`src/common/noc_router_config.svh`:
```
// *************************************************************************
// Router build constants
//   Input buffer depth, which also sets the initial output credit count
//   Input and output port counts
//   Credit counter and destination node widths
// *************************************************************************

`ifndef NOC_ROUTER_CONFIG_SVH
`define NOC_ROUTER_CONFIG_SVH

// Flit slots per input buffer
// Each output starts with this many downstream credits
`define NOC_BUFFER_DEPTH 4

// Port counts of the router stage
`define NOC_NUM_INPUTS 2
`define NOC_NUM_OUTPUTS 2

// Credit counters hold 0 up to NOC_BUFFER_DEPTH
`define NOC_CREDIT_BITS 3

// Destination node field width in a head flit
// Bit 1 of the node selects the output
`define NOC_NODE_BITS 2

`endif

```
`src/common/noc_flit_pkg.sv`:
```
// *************************************************************************
// Link flit description
//   Field widths and types of a flit
//   Field accessor functions for the last flag, destination and payload
// *************************************************************************

`include "noc_router_config.svh"

package noc_flit_pkg;

	// Payload is opaque to the router
	localparam int PAYLOAD_BITS = 16;
	localparam int NODE_BITS = `NOC_NODE_BITS;

	typedef logic [NODE_BITS-1:0] node_id_t;
	typedef logic [PAYLOAD_BITS-1:0] payload_t;

	// Layout from the top: last flag, destination, payload
	// Destination only carries meaning in a head flit
	typedef struct packed
	{
		logic last;
		node_id_t dest;
		payload_t payload;
	} flit_t;

	// Set on the final flit of a packet
	function automatic logic flit_last(input flit_t f);
		return f.last;
	endfunction

	function automatic node_id_t flit_dest(input flit_t f);
		return f.dest;
	endfunction

	function automatic payload_t flit_payload(input flit_t f);
		return f.payload;
	endfunction

endpackage

```
`src/common/noc_route_pkg.sv`:
```
// *************************************************************************
// Routing and flow control types
//   Input and output port indices
//   One-hot output requests and input grants
//   Credit counter type and its reset value
// *************************************************************************

`include "noc_router_config.svh"

package noc_route_pkg;

	localparam int NUM_INPUTS = `NOC_NUM_INPUTS;
	localparam int NUM_OUTPUTS = `NOC_NUM_OUTPUTS;

	// Port indices, at least one bit wide
	typedef logic [(NUM_INPUTS > 1 ? $clog2(NUM_INPUTS) : 1)-1:0] in_idx_t;
	typedef logic [(NUM_OUTPUTS > 1 ? $clog2(NUM_OUTPUTS) : 1)-1:0] out_idx_t;

	// One bit per output, one-hot when valid
	typedef logic [NUM_OUTPUTS-1:0] out_req_t;

	// One bit per input, one-hot or zero
	typedef logic [NUM_INPUTS-1:0] in_grant_t;

	// Credit counter
	typedef logic [`NOC_CREDIT_BITS-1:0] credit_t;

	// Downstream buffer is empty at reset
	localparam credit_t CREDIT_INIT = credit_t'(`NOC_BUFFER_DEPTH);

endpackage

```
`src/logic/noc_route_table.sv`:
```
// *************************************************************************
// Routing table
//   Decodes a destination node into a one-hot output request
//   Fixed rule for this stage, node bit 1 picks the output
// *************************************************************************

`include "noc_router_config.svh"

module noc_route_table
(
	input noc_flit_pkg::node_id_t dest,
	output noc_route_pkg::out_req_t out_req
);

	import noc_route_pkg::*;

	// Selected output index
	out_idx_t out_sel;

	// *********************************************************************
	// Route lookup
	// *********************************************************************

	// Node 0 and 1 -> output 0
	// Node 2 and 3 -> output 1
	// Another topology only changes this decode
	assign out_sel = out_idx_t'(dest[`NOC_NODE_BITS-1]);

	// *********************************************************************
	// One-hot request
	// *********************************************************************

	always_comb
	begin
		// Exactly one bit set for any destination
		out_req = '0;
		out_req[out_sel] = 1'b1;
	end

endmodule

```
`src/router/noc_input_port.sv`:
```
// *************************************************************************
// Router input port
//   Circular flit buffer, filled under credit flow control
//   Head-flit tracking and destination latch per packet
//   Route request from the buffer head, credit return per pop
// *************************************************************************

`include "noc_router_config.svh"

module noc_input_port
(
	input logic munoc_port_0,
	input logic munoc_port_4,
	input logic in_valid,
	input noc_flit_pkg::flit_t in_flit,
	output logic in_credit,
	input logic grant,
	output noc_flit_pkg::flit_t head_flit,
	output logic nonempty,
	output noc_route_pkg::out_req_t out_req
);

	import noc_flit_pkg::*;
	import noc_route_pkg::*;

	localparam int DEPTH = `NOC_BUFFER_DEPTH;
	localparam int PTR_BITS = (DEPTH > 1) ? $clog2(DEPTH) : 1;

	// Flit storage
	flit_t buffer [DEPTH];
	logic [PTR_BITS-1:0] wr_ptr;
	logic [PTR_BITS-1:0] rd_ptr;

	// Occupancy, bounded by the credits handed out
	credit_t count;

	// Next flit at the head starts a new packet
	logic expect_head;

	// Destination of the packet in flight
	node_id_t dest_q;
	node_id_t route_dest;
	out_req_t table_req;

	logic push;
	logic pop;

	assign push = in_valid;
	assign pop = grant;

	// *********************************************************************
	// Flit buffer
	// *********************************************************************

	// Sender only sends with a credit, so a push never finds the buffer full
	always_ff @(posedge munoc_port_0)
	begin
		if (push)
			buffer[wr_ptr] <= in_flit;
	end

	always_ff @(posedge munoc_port_0 or negedge munoc_port_4)
	begin
		if (munoc_port_4 == 1'b0)
		begin
			wr_ptr <= '0;
			rd_ptr <= '0;
			count <= '0;
		end
		else
		begin
			// Pointers wrap at the last slot
			if (push)
				wr_ptr <= (wr_ptr == PTR_BITS'(DEPTH - 1)) ? '0 : wr_ptr + 1'b1;
			if (pop)
				rd_ptr <= (rd_ptr == PTR_BITS'(DEPTH - 1)) ? '0 : rd_ptr + 1'b1;
			case ({push, pop})
				2'b10: count <= count + 1'b1;
				2'b01: count <= count - 1'b1;
				default: count <= count;
			endcase
		end
	end

	assign head_flit = buffer[rd_ptr];
	assign nonempty = (count != '0);

	// *********************************************************************
	// Packet tracking
	// *********************************************************************

	always_ff @(posedge munoc_port_0 or negedge munoc_port_4)
	begin
		if (munoc_port_4 == 1'b0)
		begin
			expect_head <= 1'b1;
			dest_q <= '0;
			in_credit <= 1'b0;
		end
		else
		begin
			// A popped last flit means the next one is a head
			if (pop)
				expect_head <= flit_last(head_flit);
			// Keep the head's route for the body flits
			if (pop && expect_head)
				dest_q <= flit_dest(head_flit);
			// One credit back upstream per freed slot
			in_credit <= pop;
		end
	end

	// Head flit routes directly, body flits reuse the latched node
	assign route_dest = expect_head ? flit_dest(head_flit) : dest_q;

	noc_route_table u_route_table
	(
		.dest(route_dest),
		.out_req(table_req)
	);

	// No request without a flit at the head
	assign out_req = nonempty ? table_req : '0;

endmodule

```
`src/router/noc_output_arbiter.sv`:
```
// *************************************************************************
// Router output arbiter
//   Round-robin choice among requesting inputs
//   Packet lock so flits of two packets never interleave
//   Downstream credit counter and registered output link
// *************************************************************************

`include "noc_router_config.svh"

module noc_output_arbiter
(
	input logic munoc_port_0,
	input logic munoc_port_4,
	input noc_route_pkg::in_grant_t req,
	input noc_flit_pkg::flit_t flit0,
	input noc_flit_pkg::flit_t flit1,
	output noc_route_pkg::in_grant_t grant,
	output logic out_valid,
	output noc_flit_pkg::flit_t out_flit,
	input logic out_credit
);

	import noc_flit_pkg::*;
	import noc_route_pkg::*;

	localparam int NUM_IN = `NOC_NUM_INPUTS;

	// Credits left in the downstream buffer
	credit_t credits;

	// Packet lock
	logic locked;
	in_idx_t lock_idx;

	// Input with first priority when unlocked
	in_idx_t rr_ptr;

	in_idx_t sel_idx;
	logic sel_valid;
	logic grant_any;
	flit_t sel_flit;

	// *********************************************************************
	// Selection
	// *********************************************************************

	always_comb
	begin
		in_idx_t cand;
		cand = rr_ptr;
		sel_idx = rr_ptr;
		sel_valid = 1'b0;
		if (locked)
		begin
			// Only the owner of the packet may continue
			sel_idx = lock_idx;
			sel_valid = req[lock_idx];
		end
		else
		begin
			// Walk down so the input nearest the pointer wins
			for (int k = NUM_IN - 1; k >= 0; k--)
			begin
				cand = in_idx_t'((int'(rr_ptr) + k) % NUM_IN);
				if (req[cand])
				begin
					sel_idx = cand;
					sel_valid = 1'b1;
				end
			end
		end
	end

	assign sel_flit = (sel_idx == in_idx_t'(1)) ? flit1 : flit0;

	// No grant without a downstream slot
	assign grant_any = sel_valid && (credits != '0);
	assign grant = grant_any ? (in_grant_t'(1) << sel_idx) : '0;

	// *********************************************************************
	// Lock and round-robin pointer
	// *********************************************************************

	always_ff @(posedge munoc_port_0 or negedge munoc_port_4)
	begin
		if (munoc_port_4 == 1'b0)
		begin
			locked <= 1'b0;
			lock_idx <= '0;
			rr_ptr <= '0;
		end
		else if (grant_any)
		begin
			if (flit_last(sel_flit))
			begin
				// Packet done, priority moves past the winner
				locked <= 1'b0;
				rr_ptr <= in_idx_t'((int'(sel_idx) + 1) % NUM_IN);
			end
			else
			begin
				locked <= 1'b1;
				lock_idx <= sel_idx;
			end
		end
	end

	// *********************************************************************
	// Credit counter
	// *********************************************************************

	always_ff @(posedge munoc_port_0 or negedge munoc_port_4)
	begin
		if (munoc_port_4 == 1'b0)
			credits <= CREDIT_INIT;
		else
		begin
			// Spend on grant, refill on returned pulse
			case ({grant_any, out_credit})
				2'b10: credits <= credits - 1'b1;
				2'b01: credits <= credits + 1'b1;
				default: credits <= credits;
			endcase
		end
	end

	// *********************************************************************
	// Output link
	// *********************************************************************

	always_ff @(posedge munoc_port_0 or negedge munoc_port_4)
	begin
		if (munoc_port_4 == 1'b0)
			out_valid <= 1'b0;
		else
			out_valid <= grant_any;
	end

	// Flit data only matters while out_valid is high
	always_ff @(posedge munoc_port_0)
	begin
		if (grant_any)
			out_flit <= sel_flit;
	end

endmodule

```
`src/router/noc_router.sv`:
```
// *************************************************************************
// Two-by-two wormhole router stage
//   Two credit-managed input ports
//   Two output arbiters with packet lock
// *************************************************************************

module noc_router
(
	input logic munoc_port_0,
	input logic munoc_port_4,
	// Input link 0
	input logic in0_valid,
	input noc_flit_pkg::flit_t in0_flit,
	output logic in0_credit,
	// Input link 1
	input logic in1_valid,
	input noc_flit_pkg::flit_t in1_flit,
	output logic in1_credit,
	// Output link 0
	output logic out0_valid,
	output noc_flit_pkg::flit_t out0_flit,
	input logic out0_credit,
	// Output link 1
	output logic out1_valid,
	output noc_flit_pkg::flit_t out1_flit,
	input logic out1_credit
);

	import noc_flit_pkg::*;
	import noc_route_pkg::*;

	// Input side
	flit_t in0_head;
	flit_t in1_head;
	logic in0_nonempty;
	logic in1_nonempty;
	out_req_t in0_req;
	out_req_t in1_req;
	logic in0_pop;
	logic in1_pop;

	// Output side, one bit per input
	in_grant_t out0_req;
	in_grant_t out1_req;
	in_grant_t out0_grant;
	in_grant_t out1_grant;

	// *********************************************************************
	// Request and grant crossbar
	// *********************************************************************

	// Each arbiter sees its own request bit from every input
	assign out0_req = {in1_req[0], in0_req[0]};
	assign out1_req = {in1_req[1], in0_req[1]};

	// Route is one-hot so at most one arbiter grants an input
	assign in0_pop = (out0_grant[0] | out1_grant[0]) & in0_nonempty;
	assign in1_pop = (out0_grant[1] | out1_grant[1]) & in1_nonempty;

	// *********************************************************************
	// Input ports
	// *********************************************************************

	noc_input_port u_in0
	(
		.munoc_port_0(munoc_port_0),
		.munoc_port_4(munoc_port_4),
		.in_valid(in0_valid),
		.in_flit(in0_flit),
		.in_credit(in0_credit),
		.grant(in0_pop),
		.head_flit(in0_head),
		.nonempty(in0_nonempty),
		.out_req(in0_req)
	);

	noc_input_port u_in1
	(
		.munoc_port_0(munoc_port_0),
		.munoc_port_4(munoc_port_4),
		.in_valid(in1_valid),
		.in_flit(in1_flit),
		.in_credit(in1_credit),
		.grant(in1_pop),
		.head_flit(in1_head),
		.nonempty(in1_nonempty),
		.out_req(in1_req)
	);

	// *********************************************************************
	// Output arbiters
	// *********************************************************************

	noc_output_arbiter u_out0
	(
		.munoc_port_0(munoc_port_0),
		.munoc_port_4(munoc_port_4),
		.req(out0_req),
		.flit0(in0_head),
		.flit1(in1_head),
		.grant(out0_grant),
		.out_valid(out0_valid),
		.out_flit(out0_flit),
		.out_credit(out0_credit)
	);

	noc_output_arbiter u_out1
	(
		.munoc_port_0(munoc_port_0),
		.munoc_port_4(munoc_port_4),
		.req(out1_req),
		.flit0(in0_head),
		.flit1(in1_head),
		.grant(out1_grant),
		.out_valid(out1_valid),
		.out_flit(out1_flit),
		.out_credit(out1_credit)
	);

endmodule
```
`config.mk`:
```
export PLATFORM = sky130hd
export DESIGN_NAME = noc_router
export DESIGN_NICKNAME = d
export VERILOG_FILES = /design/src/common/noc_flit_pkg.sv /design/src/common/noc_route_pkg.sv /design/src/logic/noc_route_table.sv /design/src/router/noc_input_port.sv /design/src/router/noc_output_arbiter.sv /design/src/router/noc_router.sv
export VERILOG_INCLUDE_DIRS = /design/src /design/src/common
export SDC_FILE = /design/constraint.sdc
export NUM_CORES = 1
export LEC_CHECK = 0
export ABC_AREA = 1
export BUFFER_PORTS_ARGS = -buffer_cell sky130_fd_sc_hd__buf_4
export CAP_MARGIN = 20
export CORE_ASPECT_RATIO = 1.75
export CORE_MARGIN = 1.5
export CORE_UTILIZATION = 55
export DETAILED_ROUTE_END_ITERATION = 10
export HOLD_SLACK_MARGIN = 0.1
export PLACE_DENSITY = 0.87
export RECOVER_POWER = 50
export SLEW_MARGIN = 5
export SYNTH_ARGS = -nofsm -noshare
export SYNTH_HDL_FRONTEND = slang
export SYNTH_SLANG_ARGS = --single-unit
```
`constraint.sdc`:
```
create_clock -name munoc_port_0 -period 5.81 [get_ports munoc_port_0]
set_clock_uncertainty 0.2 [all_clocks]
set_input_delay 1.162 -clock munoc_port_0 [delete_from_list [all_inputs] [get_ports munoc_port_0]]
set_output_delay 1.162 -clock munoc_port_0 [all_outputs]
set_load 0.05 [all_outputs]
```
# == Yosys cells after proc, flatten, opt, wreduce, memory -nomap -nowiden ==
# Memories as Yosys holds them, arrays and structs flattened.
# Cells that the tools add are included.
# totals
ff_bits,74
mem_bits_rw,152
input_bits,44
out_inout_bits,42
n_memories,2
# memory_table
name,depth,word_bits,read_ports,rd_clocked_by_memory_dff,write_ports,line,text
u_in0.buffer,4,19,1,0,1,noc_input_port.sv:30,flit_t buffer [DEPTH];
u_in1.buffer,4,19,1,0,1,noc_input_port.sv:30,
# classes
n_addsub,16
magnitude_cmp,10
eq_ne,12
shift,2
mux,50
bitwise,6
n_reduce_logical,18
# ops
operator,count
$mux W19,2
$mux W1,32
$pmux W3 S2,4
$mux W2,10
$eq A2 B2 Y1 const B,8
$lt A1 B2 Y1 const B,8
$add A3 B1 Y3 const B,4
$reduce_bool A3 Y1,4
$sub A3 B1 Y3 const B,4
$add A2 B1 Y2 const B,4
$eq A2 B1 Y1 const B,4
$reduce_and A2 Y1,4
$reduce_bool A2 Y1,4
$logic_and A1 B1 Y1,6
$add A1 B1 Y1 const B,4
$shl A1 B1 Y2 const A,2
$and A1 B1 Y1,2
$demux W1 S1,2
$ge A1 B1 Y1 const B,2
$not A1 Y1,2
$or A1 B1 Y1,2

# == Depth between registers and ports, before layout ==
# Gate-level depths: netlist of the first run.
# An unclocked memory read counts as a cell.
# logic_depth
depth_word,18
ltp_mapped,17
mapped_depth_nobuf,17

# == Modules after synthesis ==
# Synthesis of the first run repeated with hierarchy kept, for this count alone.
# unflattened
cells_unflattened,818
hier_area_um2,9449.1
# by_module_without_submodules
mod,n_inst,cells_per_inst,area_each_um2,seq_area_each_um2
noc_input_port,2,282,3489.6,2558.7
noc_output_arbiter,2,122,1212.4,747.0
noc_route_table,2,2,11.3,0.0
noc_router,1,6,22.5,0.0

# == Worst setup path before layout of the first run ==
# OpenSTA, ideal clock, no wires.
# synth_timing
kind,register to register
from,register u_in1.rd_ptr[1]
to,register u_in0.count[2]
arrival_time_ps,2728
required_ps,5479
slack_ps,2751
path_stages_with_launch,15
cell_sequence,dfrtp_1 -> buf_4 -> inv_2 -> nand3_2 -> nand3_2 -> nand4_1 -> a21oi_4 -> nand2_1 -> nand2_4 -> ha_1 -> inv_1 -> fa_1 -> a21oi_1 -> o21ai_0 -> xor2_1
# synth_between
elab_chain_len,18
# synth_rtl
element,line,text
start: declaration,noc_input_port.sv:32,logic [PTR_BITS-1:0] rd_ptr;
start signal: assignment,noc_input_port.sv:76,rd_ptr <= (rd_ptr == PTR_BITS'(DEPTH - 1)) ? '0 : rd_ptr + 1'b1;
$mem_v2 Z4 W19 *,n/a,
$mux W2 *,noc_input_port.sv:114,assign route_dest = expect_head ? flit_dest(head_flit) : dest_q;
$lt A1 B2 Y1 (implied by the code) or $ge A1 B1 Y1 (tied branches),noc_route_table.sv:37,out_req[out_sel] = 1'b1;
$logic_and A1 B1 Y1 (implied by the code),noc_route_table.sv:37,
$mux W1 (implied by the code),noc_route_table.sv:37,
$demux W1 S1 *,noc_route_table.sv:37,
$mux W2 *,noc_input_port.sv:123,assign out_req = nonempty ? table_req : '0;
$mux W1 (implied by the code) (2 in series),noc_output_arbiter.sv:65,if (req[cand])
(+3 left out),n/a,
$logic_and A1 B1 Y1 *,noc_output_arbiter.sv:77,assign grant_any = sel_valid && (credits != '0);
via u_out0.grant_any,noc_output_arbiter.sv:40,logic grant_any;
$mux W2 *,noc_output_arbiter.sv:78,assign grant = grant_any ? (in_grant_t'(1) << sel_idx) : '0;
$or A1 B1 Y1 *,noc_router.sv:57,assign in0_pop = (out0_grant[0] | out1_grant[0]) & in0_nonempty;
$and A1 B1 Y1 *,noc_router.sv:57,
via in0_pop,noc_router.sv:39,logic in0_pop;
$eq A2 B1 Y1 or $eq A2 B2 Y1 (tied branches),noc_input_port.sv:77,"case ({push, pop})"
$pmux W3 S2 or $reduce_bool A2 Y1 (tied branches),n/a,
end signal: assignment,noc_input_port.sv:78,2'b10: count <= count + 1'b1;
end signal: assignment,noc_input_port.sv:79,2'b01: count <= count - 1'b1;
end signal: assignment,noc_input_port.sv:80,default: count <= count;
end: declaration,noc_input_port.sv:35,credit_t count;
# Mark *: on every way through the listed nets, which the timed path passes. The rest lies on a longest branch. The select of a mux whose other input is x is not followed.
# A chain may end at the register's enable or synchronous reset.

# == Worst setup path in the final report of the first run ==
# layout_timing
from,register u_in0.rd_ptr[1]
to,register u_in1.count[2]
# layout_between
elab_chain_len,18
# layout_rtl
element,line,text
start: declaration,noc_input_port.sv:32,
start signal: assignment,noc_input_port.sv:76,
$mem_v2 Z4 W19 *,n/a,
$mux W2 *,noc_input_port.sv:114,
$lt A1 B2 Y1 (implied by the code) or $ge A1 B1 Y1 (tied branches),noc_route_table.sv:37,
$logic_and A1 B1 Y1 (implied by the code),noc_route_table.sv:37,
$mux W1 (implied by the code),noc_route_table.sv:37,
$demux W1 S1 *,noc_route_table.sv:37,
$mux W2 *,noc_input_port.sv:123,
$mux W1 (implied by the code) (2 in series),noc_output_arbiter.sv:65,
(+3 left out),n/a,
$logic_and A1 B1 Y1 *,noc_output_arbiter.sv:77,
via u_out1.grant_any,noc_output_arbiter.sv:40,
$mux W2 *,noc_output_arbiter.sv:78,
$or A1 B1 Y1 *,noc_router.sv:58,assign in1_pop = (out0_grant[1] | out1_grant[1]) & in1_nonempty;
$and A1 B1 Y1 *,noc_router.sv:58,
via in1_pop,noc_router.sv:40,logic in1_pop;
$eq A2 B1 Y1 or $eq A2 B2 Y1 (tied branches),noc_input_port.sv:77,
$pmux W3 S2 or $reduce_bool A2 Y1 (tied branches),n/a,
end signal: assignment,noc_input_port.sv:78,
end signal: assignment,noc_input_port.sv:79,
end signal: assignment,noc_input_port.sv:80,
end: declaration,noc_input_port.sv:35,
# Marks and branches as above.

==> flow_metrics.env, run 1 <==
export IMPL_maxSlewHeadroom_pct=-29.2
export IMPL_via_per_inst=5.64
export IMPL_synthMuxAreaShare_pct=0.247
export IMPL_cts_tree="yes"
export IMPL_cts_root_buf="clkbuf_16"
export IMPL_place_gp_congestion=0.895
export IMPL_worstSetupEndpointType="flop"
export IMPL_cts_made_buffers=20
export IMPL_ys_top_cells_by_area="edfxtp_1 (62%), dfrtp_1 (8.2%), o21ai_0 (6.1%), nand2_1 (4.2%), nor2_1 (3.1%)"
export IMPL_wl_per_cell_um=18.2
export IMPL_status="complete, but fails checks"
export IMPL_rsz0062_at_grt="false"
export IMPL_finalCritPeriodShare_pct=73.2
export IMPL_fmax_mhz=235
export IMPL_tns_ps=0
export IMPL_ant_nets=0
export IMPL_core_area_um2=16400
export IMPL_cpLargestDelayFamily="buffers and inverters"
export IMPL_yosys_area_top_type_share_pct=62.5
export IMPL_synthFlopType="edfxtp_1"
export IMPL_cp_data_required_time_ps=5980
export IMPL_fp_dieH_um=173
export IMPL_cp_startpoint="u_in0.rd_ptr[1]$_DFFE_PN0N_"
export IMPL_cts_resized=0
export IMPL_violations="capacitance limit, slew limit"
export IMPL_synthSimpleGateAreaFrac_pct=10.3
export IMPL_start_util_pct=55.8
export IMPL_hold_path_class="reg -> reg"
export IMPL_synth_top_family_by_area="simple AND/OR/NAND/NOR gates"
export IMPL_place_area_um2=9930
export IMPL_finalCriticalPeriod_ps=4260
export IMPL_slowest_delay_ps=800
export IMPL_drcViolationCount=0
export IMPL_yosysMostFrequentCell="edfxtp_1"
export IMPL_drtIter0Drc=429
export IMPL_worst_pin_slew_ps=1940
export IMPL_yosys_top_cells_count="edfxtp_1 (190), o21ai_0 (111), nand2_1 (102)"
export IMPL_drive_gt1_share_pct=12.7
export IMPL_worstReg2RegStart="u_in0.rd_ptr[1]$_DFFE_PN0N_"
export IMPL_syn_area_um2=9130
export IMPL_synth_cell_type_count=32
export IMPL_synthCells=732
export IMPL_grt_use_total_pct=22.2
export IMPL_synth_compound_area_share_pct=9.98
export IMPL_fin_util_pct=63.8
export IMPL_drt_first_pass_iters=6
export IMPL_num_vias=5916
export IMPL_clkLatencyLatePin_ps=500
export IMPL_arrival_ps=4430
export IMPL_synth_seq_cells=224
export IMPL_ios=86
export IMPL_grt_pass1_wl_mm=29.7
export IMPL_io_buffers=85
export IMPL_die_area_um2=17400
export IMPL_async_flop_share_pct=15.2
export IMPL_cp_cell_sequence="inv_1, nand3_1, nand2_1, nand2_1, nand4_1, a21oi_4, buf_4, nand2_2, nand2_4, ha_1, inv_1, fa_1, a21oi_1, o21ai_0, xor2_1"
export IMPL_nFillCells=1217
export IMPL_grt_pass1_vias=5742
export IMPL_synth_edf_count=190
export IMPL_antenna_found_initial=0
export IMPL_avgSynthCellArea_um2=12.5
export IMPL_grt_max_degree=42
export IMPL_startpoint_type="flop"
export IMPL_timing_worst_setup_path_type="reg -> reg"
export IMPL_postCtsHoldBufs=0
export IMPL_htree_levels=1
export IMPL_crit_slowest_cell="dfrtp_1"
export IMPL_drv_slew=35
export IMPL_rows=62
export IMPL_yosysWarnings=0
export IMPL_critPathBufInv=3
export IMPL_gr_total_overflow=0
export IMPL_cts_sinks=224
export IMPL_nNetsFinal=873
export IMPL_synth_top_area_cell="edfxtp_1"
export IMPL_final_area_um2=10400
export IMPL_cts_setup_buffers=0
export IMPL_place_inst=1013
export IMPL_wl_mm=19.1
export IMPL_synth_seq_area_share_pct=71.9
export IMPL_hold_violations=0
export IMPL_synth_xor_area_share_pct=0.767
export IMPL_clk_pin_slew_ps=70
export IMPL_setup_viol=0
export IMPL_area_growth_pct=14.4
export IMPL_maxCapViolCount=1
export IMPL_diodes=0
export IMPL_min_from="u_in1.count[0]$_DFFE_PN0P_"
export IMPL_synthAdderAreaFrac_pct=2.80
export IMPL_worstPathMaxFanout=21
export IMPL_clk_path_buf_depth=3
export IMPL_die_width_um=100
export IMPL_fin_cells=1049
export IMPL_seq_area_um2=6560
export IMPL_dp_hpwl_mm=12.8
export IMPL_syn_nets=794
export IMPL_multi_input_area_um2=2200
[worst reg2reg max path, delay by kind of cell, from the launching register on]
kind	cells	cell delay [ps]
buffers and inverters	3	900
AND/OR/NAND/NOR	6	870
flip-flops	1	800
AO/OA/AOI/OAI	3	670
adder cells (fa/ha/maj)	2	540
XOR/XNOR	1	170
[flip-flops by register name (all words and copies together) (netlist names), 2 cells and up]
register / count
u_in1.buffer: 76
u_in0.count: 3
u_out1.credits: 3
u_out1.out_flit: 19
u_in0.buffer: 76
u_out0.out_flit: 19
u_in0.rd_ptr: 2
u_in1.rd_ptr: 2
u_in1.count: 3
u_in0.wr_ptr: 2
u_out0.credits: 3
u_in1.wr_ptr: 2
[layout make-up]
type / count / share of cell area, %
Inverter: 60 / 2.16
Timing Repair Buffer: 89 / 4.92
Clock inverter: 11 / 1.09
Clock buffer: 25 / 5.27
Tap cell: 224 / 2.68
Sequential cell: 224 / 62.8
Multi-Input combinational cell: 416 / 21.1
[logic make-up after synthesis]
group	after synthesis
xor+xnor	8
buf+inv	92
fa+ha+maj	18
simple gates	220
mux	2
flops	224
compound gates	168
[routing by layer]
layer | GRT usage (%) | wire [µm]
met5 | 0 | 0
met4 | 12.8 | 1070
met3 | 2.86 | 1250
met2 | 38.4 | 10000
met1 | 26.5 | 6780
[per-stage QoR]
step / setup WS, ps / hold WS [ps]
floorplan: 2750 / 242
global placement: 1840 / 262
detailed placement: 1630 / 259
CTS: 1580 / 278
global route: 1310 / 306
finish: 1550 / 279
[path summary, 6_finish.rpt]
check	end	slack, ps	depth (start not counted)
min	u_in1.count[0]$_DFFE_PN0P_	280	1
max reg2reg	u_in1.count[2]$_DFFE_PN0P_	1550	15
max	u_in1.count[2]$_DFFE_PN0P_	1550	15
max in group asynchronous	u_in0.count[0]$_DFFE_PN0P_	3290	1
min in group asynchronous	u_in1.wr_ptr[0]$_DFFE_PN0P_	990	1
min reg2reg	u_in1.count[0]$_DFFE_PN0P_	280	1
[placed cells by master, fill, tap and decap left out]
| master | n |
|---|---|
| dfstp_2 | 4 |
| nand2_1 | 102 |
| o21ai_1 | 13 |
| a32oi_1 | 1 |
| or2_2 | 2 |
| clkinv_2 | 1 |
| o22ai_1 | 35 |
| a21oi_1 | 6 |
| clkinvlp_4 | 1 |
| clkbuf_1 | 44 |
| nand3_2 | 3 |
| inv_2 | 4 |
| bufinv_16 | 2 |
| fa_1 | 4 |
| xnor2_1 | 6 |
| dfrtp_1 | 30 |
| nand2_4 | 2 |
| nor2_8 | 1 |
| clkbuf_16 | 21 |
| clkinv_4 | 2 |
| nor3_1 | 2 |
| clkinv_1 | 4 |
| a21oi_4 | 2 |
| nor2_1 | 75 |
| nor2_2 | 1 |
| inv_6 | 1 |
| nand4_1 | 5 |
| clkbuf_8 | 1 |
| mux2_2 | 2 |
| nand3_1 | 20 |
| ha_1 | 14 |
| buf_4 | 48 |
| xor2_1 | 2 |
| nand2_2 | 7 |
| edfxtp_1 | 190 |
| inv_1 | 56 |
| o21ai_0 | 111 |
Power of run 1 is not shown: default switching activity piles up to over one toggle a cycle in this logic, so the estimate is an artifact.
==> inputs of run 2 (changes only) <==
CORE_UTILIZATION = 53   (was 55)
clock period = 3.6 ns   (was 5.81 ns; I/O delays follow)
==> run 2 against run 1 <==
  * The flow still finishes with violations (capacitance limit, slew limit)
  * Via count rose by 0.68%
  * Final cell count up 1.4%
  * Design area is 0.68% higher
  * Utilization shrank 1.5 points
  * Global-route usage up 0.28 points
  * Clock-buffer cell count shrank 2
  * Critical path depth stayed put
  * Setup slack worse by 1200 ps
  * Flip-flop and latch count unchanged
  * Register-to-register slack lost 1200 ps
  * Largest cell class unchanged
  * Highest routed layer unchanged
==> flow_metrics.env, run 2 (synthesis gave the netlist of run 1 again) <==
export IMPL_antenna_found_initial=0
export IMPL_fp_dieH_um=177
export IMPL_grt_max_degree=38
export IMPL_drv_slew=35
export IMPL_arrival_ps=3430
export IMPL_cts_root_buf="clkbuf_16"
export IMPL_drtIter0Drc=520
export IMPL_cp_data_required_time_ps=3770
export IMPL_violations="capacitance limit, slew limit"
export IMPL_finalCritPeriodShare_pct=90.5
export IMPL_ant_nets=0
export IMPL_rows=63
export IMPL_setup_slack_ps=344
export IMPL_finalCriticalPeriod_ps=3260
export IMPL_clkLatencyLatePin_ps=500
export IMPL_timing_worst_setup_path_type="reg -> reg"
export IMPL_gr_total_overflow=0
export IMPL_reg_largest_list="u_in0.buffer (76), u_in1.buffer (76)"
export IMPL_tns_ps=0
export IMPL_start_util_pct=54.1
export IMPL_core_area_um2=16900
export IMPL_whs_ps=272
export IMPL_worstReg2RegStart="u_in1.rd_ptr[1]$_DFFE_PN0N_"
export IMPL_drcViolationCount=0
export IMPL_drive_gt1_share_pct=14.6
export IMPL_die_area_um2=18100
export IMPL_cts_tree="yes"
export IMPL_worstPathMaxFanout=27
export IMPL_maxSlewHeadroom_pct=-36.0
export IMPL_rrSetupSlack_ps=340
export IMPL_wl_mm=19.5
export IMPL_cts_setup_buffers=0
export IMPL_worstSetupEndpointType="flop"
export IMPL_fin_util_pct=62.3
export IMPL_htree_levels=1
export IMPL_grt_pass1_vias=5799
export IMPL_grt_use_total_pct=22.5
export IMPL_hold_path_class="in -> reg"
export IMPL_nNetsFinal=885
export IMPL_ios=86
export IMPL_nFillCells=1269
export IMPL_worst_pin_slew_ps=2040
export IMPL_whs_path_depth=2
export IMPL_hold_path_end="u_in0.wr_ptr[0]$_DFFE_PN0P_"
export IMPL_place_ws_ps=345
export IMPL_fmax_mhz=307
export IMPL_die_width_um=102
export IMPL_min_from="in0_valid"
export IMPL_rsz0062_at_grt="false"
export IMPL_grt_pass1_wl_mm=30.7
export IMPL_diodes=0
export IMPL_worstRegToRegCells=15
export IMPL_dp_hpwl_mm=13.1
export IMPL_reg2reg_to="u_in0.count[2]$_DFFE_PN0P_"
export IMPL_clk_pin_slew_ps=70
export IMPL_final_common_cell="edfxtp_1"
export IMPL_clk_path_buf_depth=3
export IMPL_io_buffers=85
export IMPL_cts_sinks=224
export IMPL_wl_per_cell_um=18.4
export IMPL_num_vias=5956
export IMPL_cts_made_buffers=20
export IMPL_drt_first_pass_iters=5
export IMPL_status="complete, but fails checks"
export IMPL_place_gp_congestion=0.873
export IMPL_hold_violations=0
export IMPL_area_growth_pct=15.2
export IMPL_final_cell_mix="edfxtp_1 (190), o21ai_0 (111), nand2_1 (102)"
export IMPL_via_per_inst=5.60
export IMPL_startpoint_type="flop"
export IMPL_maxCapViolCount=1
export IMPL_setup_viol=0
-- run 2: how the worst max path moves through the flow --
| stage | startpoint | endpoint | slack [ps] |
|---|---|---|---|
| 3_3_place_gp | u_in1.rd_ptr[0]$_DFFE_PN0N_ | u_in0.count[2]$_DFFE_PN0P_ | 480 |
| 6_report | u_in1.rd_ptr[1]$_DFFE_PN0N_ | u_in0.count[2]$_DFFE_PN0P_ | 340 |
| 3_5_place_dp | u_in1.rd_ptr[0]$_DFFE_PN0N_ | u_in0.count[2]$_DFFE_PN0P_ | 350 |
| 5_1_grt | u_in1.rd_ptr[1]$_DFFE_PN0N_ | u_in0.count[2]$_DFFE_PN0P_ | 50 |
| 2_1_floorplan | u_in1.rd_ptr[1]$_DFFE_PN0N_ | u_in0.count[2]$_DFFE_PN0P_ | 540 |
| 4_1_cts | u_in1.rd_ptr[0]$_DFFE_PN0N_ | u_in0.count[2]$_DFFE_PN0P_ | 310 |
-- run 2: critical path: stages (launching register included) --
cell and delay, ps:
dfrtp_1 400, inv_2 280, nand3_2 150, nand3_2 130, nand2_2 80, a21oi_1 190
nor2_2 90, nor2_8 280, nand2_2 110, nand2_4 150, ha_1 160, inv_1 70
fa_1 430, a21oi_1 140, o21ai_0 120, xor2_1 150
-- run 2: routing by layer --
layer  vias up  track usage, %  share of wire, %
met1      2864            27.1                36
met3        79            3.12               6.3
li1       2751               -                 -
met2       262            38.1                52
met4         0            13.2               6.1
met5         -               0                 0
-- run 2: area by class of cell --
cell class,instances,area [µm²],share of cell area [%]
inverter,60,225,2.14
clock buffer,23,533,5.07
tap,227,284,2.70
sequential,224,6560,62.4
clock inverter,13,97.6,0.928
timing repair buffer,101,614,5.84
multi-input combinational,416,2200,20.9
-- run 2: stage by stage --
stage          std cells  instance area, µm²
2_1_floorplan        732                9130
3_3_place_gp        1027               10000
3_5_place_dp        1027               10000
4_1_cts             1064               10700
5_1_grt             1064               10500
6_report            1064               10500
-- run 2: repair_timing --
| action | CTS | global route |
|---|---|---|
| resized for setup | 0 | 1 |
| hold endpoints to repair | 30 | 0 |
| setup endpoints to repair | 0 | 1 |
| hold buffers | 1 | 0 |
Power of run 2 is left out for the same reason.
